**src/ifu_macros.svh**
```systemverilog
// Widths assume a word-aligned 32-bit ISA and a 16-bit byte address space.
`ifndef IFU_MACROS_SVH
`define IFU_MACROS_SVH

// Byte address width.
`define IFU_AW 16

// Instruction word width.
`define IFU_IW 32

// Word PC width, byte address minus the two offset bits.
`define IFU_PCW (`IFU_AW - 2)

// ROM depth in words, indexed by the low PC bits so fetches wrap.
`define IFU_ROM_WORDS 256

// Width of the post-reset warm-up counter.
`define IFU_WARMUP 3

`endif

```
**src/ifu_isa_pkg.sv**
```systemverilog
// Only the three PC-relative jump opcodes are known here and every other opcode is a plain word.
`default_nettype none

`include "ifu_macros.svh"

package ifu_isa_pkg;

   // Opcode lives in the low six instruction bits.
   localparam int OPC_W = 6;

   // Relative offset starts right above the opcode.
   localparam int OFFS_LSB = OPC_W;

   // Offset field width before truncation to the PC width.
   localparam int OFFS_W = `IFU_IW - OFFS_LSB;

   typedef logic [OPC_W-1:0] opcode_t;

   // Unconditional relative jump.
   localparam opcode_t OP_JMP_REL = 6'd1;

   // Relative jump that also writes the link register.
   localparam opcode_t OP_JMP_LINK = 6'd2;

   // Relative branch, taken when the condition flag is set.
   localparam opcode_t OP_BCC = 6'd3;

   // Predecode result for one instruction word.
   typedef struct packed {
      // Word is one of the relative jumps.
      logic                  op_jmprel;
      // Word is the linked jump.
      logic                  jmprel_link;
      // Fetch follows the jump.
      logic                  taken;
      // Signed word offset, already cut to PC width.
      logic [`IFU_PCW-1:0]   offset;
   } predecode_t;

endpackage

`default_nettype wire

```
**src/ifu_bus_pkg.sv**
```systemverilog
// PCs here are word indices, so byte addresses are formed by the user of these structs.
`default_nettype none

`include "ifu_macros.svh"

package ifu_bus_pkg;

   // ROM response payload.
   typedef struct packed {
      // Fetched instruction word.
      logic [`IFU_IW-1:0]    insn;
      // Word PC the instruction came from.
      logic [`IFU_PCW-1:0]   pc;
   } fetch_rsp_t;

   // Fetch output payload toward the decoder.
   typedef struct packed {
      logic [`IFU_IW-1:0]    insn;
      logic [`IFU_PCW-1:0]   pc;
      // Predecoded jump flags, zero while the output is idle.
      logic                  op_jmprel;
      logic                  jmprel_link;
   } fetch_out_t;

endpackage

`default_nettype wire

```
**src/fetch_pipe_buf.sv**
```systemverilog
// Single entry only, so full throughput needs the consumer to drain in the same cycle.
`timescale 1ns/1ps
`default_nettype none

`include "ifu_macros.svh"

module fetch_pipe_buf #(
   parameter type payload_t = logic
) (
   input  wire       clk,
   input  wire       reset,
   input  wire       in_valid,
   output logic      in_ready,
   input  wire       payload_t in_data,
   output logic      out_valid,
   input  wire       out_ready,
   output payload_t  out_data,
   output logic      accept
);

   logic       valid_q;
   payload_t   data_q;

   // Free slot, or the held entry leaves this cycle.
   assign in_ready = ~valid_q | out_ready;

   // Load strobe, also used by the parent for side effects.
   assign accept = in_valid & in_ready;

   // Occupancy.
   always_ff @(posedge clk) begin
      if (reset) begin
         valid_q <= 1'b0;
      end else if (accept) begin
         valid_q <= 1'b1;
      end else if (out_ready) begin
         valid_q <= 1'b0;
      end
   end

   // Payload holds while stalled.
   always_ff @(posedge clk) begin
      if (accept) begin
         data_q <= in_data;
      end
   end

   assign out_valid = valid_q;
   assign out_data  = data_q;

endmodule

`default_nettype wire

```
**src/branch_predecoder.sv**
```systemverilog
// Purely combinational, and an offset wider than the PC is truncated so jump targets wrap.
`timescale 1ns/1ps
`default_nettype none

`include "ifu_macros.svh"

module branch_predecoder (
   input  wire  [`IFU_IW-1:0]          insn,
   input  wire                         cond_flag,
   output ifu_isa_pkg::predecode_t     pre
);

   localparam int PCW = `IFU_PCW;

   ifu_isa_pkg::opcode_t               opcode;
   logic [ifu_isa_pkg::OFFS_W-1:0]     offs_field;
   logic                               is_jmp;
   logic                               is_link;
   logic                               is_bcc;

   // Field extraction.
   assign opcode     = insn[ifu_isa_pkg::OPC_W-1:0];
   assign offs_field = insn[`IFU_IW-1:ifu_isa_pkg::OFFS_LSB];

   // Opcode match against the three jump kinds.
   assign is_jmp  = (opcode == ifu_isa_pkg::OP_JMP_REL);
   assign is_link = (opcode == ifu_isa_pkg::OP_JMP_LINK);
   assign is_bcc  = (opcode == ifu_isa_pkg::OP_BCC);

   always_comb begin
      pre.op_jmprel   = is_jmp | is_link | is_bcc;
      pre.jmprel_link = is_link;
      // Conditional branch only follows a set flag.
      pre.taken       = is_jmp | is_link | (is_bcc & cond_flag);
      // Sign extend or truncate the field to PC width.
      pre.offset      = PCW'($signed(offs_field));
   end

endmodule

`default_nettype wire

```
**src/fetch_unit.sv**
```systemverilog
// Words already buffered when a redirect arrives are still delivered and must be killed downstream.
`timescale 1ns/1ps
`default_nettype none

`include "ifu_macros.svh"

module fetch_unit (
   input  wire                            clk,
   input  wire                            reset,
   input  wire                            rsp_valid,
   output logic                           rsp_ready,
   input  wire  ifu_bus_pkg::fetch_rsp_t  rsp,
   output logic [`IFU_AW-1:0]             fetch_addr,
   input  wire                            redirect,
   input  wire  [`IFU_PCW-1:0]            redirect_pc,
   input  wire                            cond_flag,
   output logic                           out_valid,
   input  wire                            out_ready,
   output ifu_bus_pkg::fetch_out_t        out
);

   ifu_isa_pkg::predecode_t   pre;
   logic [`IFU_WARMUP-1:0]    warm_cnt;
   logic                      warm_done;
   logic                      buf_ready;
   logic                      rsp_xfer;
   logic                      redir_pend;
   logic [`IFU_PCW-1:0]       redir_pc_q;
   logic [`IFU_PCW-1:0]       next_pc;
   ifu_bus_pkg::fetch_out_t   out_d;
   ifu_bus_pkg::fetch_out_t   out_q;

   // Predecode the word being offered by memory.
   branch_predecoder predecoder (
      .insn      (rsp.insn),
      .cond_flag (cond_flag),
      .pre       (pre)
   );

   // Warm-up counter, stops once bit 1 is set.
   always_ff @(posedge clk) begin
      if (reset) begin
         warm_cnt <= '0;
      end else if (!warm_done) begin
         warm_cnt <= warm_cnt + 1'b1;
      end
   end

   assign warm_done = warm_cnt[1];

   // Accept from memory only after warm-up and with room downstream.
   assign rsp_ready = buf_ready & warm_done;

   // Pending far redirect, newest one wins.
   always_ff @(posedge clk) begin
      if (reset) begin
         redir_pend <= 1'b0;
      end else if (redirect && !rsp_xfer) begin
         redir_pend <= 1'b1;
      end else if (rsp_xfer) begin
         redir_pend <= 1'b0;
      end
   end

   always_ff @(posedge clk) begin
      if (redirect && !rsp_xfer) begin
         redir_pc_q <= redirect_pc;
      end
   end

   // Next word PC by priority.
   always_comb begin
      if (redirect) begin
         next_pc = redirect_pc;
      end else if (redir_pend) begin
         next_pc = redir_pc_q;
      end else if (pre.taken) begin
         next_pc = rsp.pc + pre.offset;
      end else begin
         next_pc = rsp.pc + 1'b1;
      end
   end

   // Word aligned byte address.
   assign fetch_addr = {next_pc, 2'b00};

   // Output payload.
   always_comb begin
      out_d.insn        = rsp.insn;
      out_d.pc          = rsp.pc;
      out_d.op_jmprel   = pre.op_jmprel;
      out_d.jmprel_link = pre.jmprel_link;
   end

   fetch_pipe_buf #(
      .payload_t (ifu_bus_pkg::fetch_out_t)
   ) pipebuf_out (
      .clk       (clk),
      .reset     (reset),
      .in_valid  (rsp_valid & warm_done),
      .in_ready  (buf_ready),
      .in_data   (out_d),
      .out_valid (out_valid),
      .out_ready (out_ready),
      .out_data  (out_q),
      .accept    (rsp_xfer)
   );

   // Flags read as zero while idle.
   always_comb begin
      out             = out_q;
      out.op_jmprel   = out_q.op_jmprel & out_valid;
      out.jmprel_link = out_q.jmprel_link & out_valid;
   end

endmodule

`default_nettype wire

```
**config.mk**
```make
export PLATFORM = sky130hd
export DESIGN_NAME = fetch_unit
export DESIGN_NICKNAME = d
export VERILOG_FILES = /design/src/ifu_isa_pkg.sv /design/src/ifu_bus_pkg.sv /design/src/fetch_pipe_buf.sv /design/src/branch_predecoder.sv /design/src/fetch_unit.sv
export VERILOG_INCLUDE_DIRS = /design/src /design/src/src
export SDC_FILE = /design/constraint.sdc
export NUM_CORES = 1
export LEC_CHECK = 0
export ABC_AREA = 1
export BUFFER_PORTS_ARGS = -buffer_cell sky130_fd_sc_hd__buf_2
export CELL_PAD_IN_SITES_DETAIL_PLACEMENT = 1
export CELL_PAD_IN_SITES_GLOBAL_PLACEMENT = 2
export CORE_MARGIN = 2
export CORE_UTILIZATION = 31
export CTS_CLUSTER_DIAMETER = 200
export DETAILED_ROUTE_END_ITERATION = 7
export PLACE_DENSITY_LB_ADDON = 0.1
export SYNTH_ARGS = -nofsm -noshare
export SYNTH_HDL_FRONTEND = slang
export SYNTH_SLANG_ARGS = --single-unit
```
**constraint.sdc**
```tcl
create_clock -name clk -period 6.01 [get_ports clk]
set_input_delay 1.202 -clock clk [delete_from_list [all_inputs] [get_ports clk]]
set_output_delay 1.202 -clock clk [all_outputs]
set_load 0.005 [all_outputs]
```
======== After elaboration in Yosys (flattened, before gate mapping) ========
Cells that the tools add are included.
storage, ports and cells
  bits in registers ....................... 67
  input bits .............................. 66
  output and inout port bits .............. 66
operators by class
  add/subtract/negate cells ............... 3
  equal/unequal tests ..................... 3
  muxes and demuxes ....................... 8
  bitwise gates (word level) .............. 11
  reductions and logical operators ........ 4
operators with widths
  operator               count
  $mux 14                3
  $add 14x1->14 const B  1
  $add 14x14->14         1
  $eq 6x2->1 const B     2
  $and 1x1->1            6
  $eq 6x1->1 const B     1
  $mux 1                 4
  $or 1x1->1             4
  $reduce_bool 2->1      2
  $add 3x1->3 const B    1
  $mux 2                 1
  $logic_and 1x1->1      1
  $logic_not 1->1        1
  $not 1->1              1

======== Longest topological paths before layout ========
  depth in word-level cells ............... 6
  mapped depth ............................ 18
  mapped depth without buffers ............ 17

======== By module ========
From an unflattened synthesis, not the netlist that was laid out.
unflattened totals
  cells, all modules ...................... 367
  area total of the unflattened synthesis .. 3452.1 um2
by module, submodules not included
  module             times used  cells an instance  area an instance (um2)
  fetch_unit         1           285                1783.0
  fetch_pipe_buf     1           54                 1488.9
  branch_predecoder  1           28                 180.2

======== Least setup slack after synthesis ========
OpenSTA, ideal clock, no wires.
  kind .................................... input to output
  start point ............................. in rsp[17] (netlist name)
  end point ............................... out fetch_addr[10]
  arrival ................................. 3.116 ns
  setup slack ............................. 1.692 ns
  stages .................................. 14
  path buffers ............................ 0
  path through ............................ nor2_1 nand2_1 nor2_2 nand2_1 or2_2 ha_1 fa_1 nand3_1 nand2_2 a21oi_2 xor2_1 nand2_1 nand2_1 nand2_1
on the way
  word-level cells in the longest chain between the ends .. 6
  elaborated cells on any way between the ends .. 9
  classes of those cells .................. eq/ne (3); mux (3); bitwise (3)
RTL lines
  item                                              line                     text
  start, declared                                   fetch_unit.sv:12         input wire ifu_bus_pkg::fetch_rsp_t rsp,
  $eq 6x1->1 (tied with other cells)                branch_predecoder.sv:26  assign is_jmp = (opcode == ifu_isa_pkg::OP_JMP_REL);
  $or 1x1->1 / $and 1x1->1 (equally long branches)  branch_predecoder.sv:34  pre.taken = is_jmp | is_link | (is_bcc & cond_flag);
  $or 1x1->1 (*)                                    branch_predecoder.sv:34
  $mux 14 (*)                                       fetch_unit.sv:77         end else if (pre.taken) begin
  $mux 14 (*)                                       fetch_unit.sv:75         end else if (redir_pend) begin
  $mux 14 (*)                                       fetch_unit.sv:73         if (redirect) begin
  end, declared                                     fetch_unit.sv:13         output logic [`IFU_AW-1:0] fetch_addr,
Mark *: on every way between the ends. The rest lies on a longest branch, timed or not.

======== Worst setup path in the final report ========
  start point ............................. in rsp[17] (netlist name)
  end point ............................... out fetch_addr[8]
The elaborated chain is that of the path after synthesis.

==> results.toml <==
[layout]
area_delta_synth_final_pct = 21.8
drive_above_1_share_pct = 33.7
final_cell_mix = "buf_2 (129), nand2_1 (90), edfxtp_1 (62)"
n_antenna_cell = 0
final_common_cell = "buf_2"
fillCellCount = 1369
nNetsFinal = 559
final_cell_area_um2 = 4440

[timing]
fin_tns_setup_ns = 0
relSlewSlack_pct = 21.4
finalSetupViolations = 0
fin_skew_ns = 0.00680
fin_crit_ns = 5.07
rsz0062_at_grt = "no"
tightest_slew_ns = 1.17
clock.fmax_mhz = 197
final_hold_viol_count = 0
final.period_utilization_pct = 84.4
drv_slew = 0

[setup_path]
critPathMaxFanout = 13
cp-end-kind = "primary output"
cp_slowest_cell = "fa_1"
startpoint_type = "input pin"
critPathMaxStageDelay_ns = 0.42
cp.required_ns = 4.81
crit_top_cell = "nand2_1"
path_cells = "buf_2 -> nor2_1 -> nand2_1 -> nor2_2 -> nand2_1 -> or2_2 -> ha_1 -> fa_1 -> nand3_1 -> nand2_2 -> nand3_1 -> a21oi_1 -> nand3b_1 -> nand2_1 -> nand2_1 -> buf_2"
criticalPathCategory = "input pin to primary output"
arrival_ns = 3.87

[power]
p_total_mw = 1.28
p_per_area_nw_per_um2 = 289
power_leakage_nw = 2.14
peakVddDrop_uv = 111

[floorplanning]
dieArea_um2 = 12600
start_util_pct = 31.8
die_h_um = 112
num_io_pins = 132
die_x_um = 112
core_um2 = 11500
rows = 39

[global_routing]
grt_pass1_wl_um = 13700
grt_overflow_total = 0
grt_max_degree = 50
grt_usage_pct = 13.7
grt_antenna_before_repair = 0
grt_pass1_vias = 2770

[route]
firstDrtPassIters = 4
drt-vias-per-instance = 4.41
wirelength_um = 8370
drc = 0
post_drt_wl_per_cell_um = 13.4
dr.first_iter.drc_count = 108
routed-via-count = 2762
antenna_left = 0

[yosys]
netlist_area_um2 = 3650
synthArstFlopShare_pct = 0
synth_edf_count = 62
synth_top_area_share_pct = 51.1
ys.flop_type = "edfxtp_1"
yosysWarnings = 0
ys_ff_latch = 66
synth_top_area_cell = "edfxtp_1"
avgSynthCellArea_um2 = 9.35
ys_seq_area_share_pct = 53.3
synth_area_leaders = "edfxtp_1 (51%), buf_4 (10%), nand2_1 (9.3%)"
synthCells = 390
synth_cell_types = 32

[cts]
cts_setup_buffers = 0
insertion_delay_ns = 0.33
numCtsBuffers = 9
cts.clk_slew.worst_paths_ns = 0.06
clk_path_buf_depth = 2
cts_resized = 0
ctsHoldBuffers = 0
root_buffer = "clkbuf_16"
cts_tree = "done"
cts_max_level = 3
clock-sinks = 66

[place]
dp_hpwl_um = 6590
portBuffers = 129
place.gp.congestion = 0.694
dpl_cell_area_um2 = 4090

[flow_run]
drv_cap = 0

[run_status]
status = "complete, no violations"

[hold_path]
min_path_type = "flop to flop"
## synthesized netlist by cell type (2+ instances only)
master,instances
ha_1,13
a21oi_1,21
buf_2,2
inv_1,46
nor2_2,3
o21ai_0,2
edfxtp_1,62
nand3_2,2
xor2_1,3
nor2_1,46
dfxtp_1,4
nand4_1,5
o21ai_1,2
nand2_1,90
a21oi_2,2
nand2_2,5
buf_4,50
nand3b_1,2
nand3_1,17
## area by class of cell
cell class	count	area, um2	area share (%)
Inverter	47	176	3.97
Tap cell	143	179	4.03
Sequential cell	66	1940	43.7
Clock inverter	7	124	2.79
Multi-Input combinational cell	225	1140	25.7
Clock buffer	9	225	5.07
Timing Repair Buffer	130	653	14.7
## routing by layer
metal / routed length (um) / track usage, % / share of wire, %
met1: 4120 / 19.6 / 49
met4: 153 / 5.93 / 1.8
met5: 0 / 0 / 0
met2: 3700 / 20.3 / 44
met3: 401 / 2.48 / 4.8
## power by group
part | total, mW | internal (mW) | switching, mW
registers | 0.538 | 0.531 | 0.00670
clock network | 0.610 | 0.408 | 0.202
logic | 0.136 | 0.0548 | 0.0808
## worst paths after layout
path / endpoint / startpoint / depth (start not counted) / slack (ns)
worst max register to register: redir_pc_q[11] / pipebuf_out.out_valid / 4 / 4.12
worst max-delay path: fetch_addr[8] / rsp[17] / 16 / 0.94
worst min-delay path: warm_cnt[0] / warm_cnt[0] / 2 / 0.45
worst min register to register: warm_cnt[0] / warm_cnt[0] / 2 / 0.45
## cell families (layout without fill, tap and decap cells)
family	after synthesis	after routing	share of synthesized area (%)
buf+inv	100	193	15.5
xor+xnor	4	4	0.961
other cells	1	2	0.103
simple gates	174	174	20.4
flops	66	66	53.3
compound gates	31	31	4.74
fa+ha+maj	14	14	5.01
## critical path: cells and delay by family
family                     cells  cell delay [ns]
adders and majority gates      2             0.62
buffers and inverters          2             0.22
and+or+nand+nor               11             1.75
AOI/OAI and AO/OA              1             0.07
## per-stage QoR
step           instances  utilization, %  hold slack, ns  setup WS, ns
4_1_cts              627            38.7           0.455         0.876
5_1_grt              627            38.7           0.497         0.618
3_5_place_dp         611            35.7           0.447         0.871
2_1_floorplan        391               -           0.430          1.69
6_report             627            38.7           0.452         0.938
3_3_place_gp         611            35.7           0.441         0.915
## flip-flops by register name, summed over array words and instances, names as in the netlist
name and cells:
pipebuf_out.out_valid 1, pipebuf_out.out_data 48, warm_cnt 2, redir_pend 1, redir_pc_q 14
Note: power is estimated with default switching activity, not from simulation.
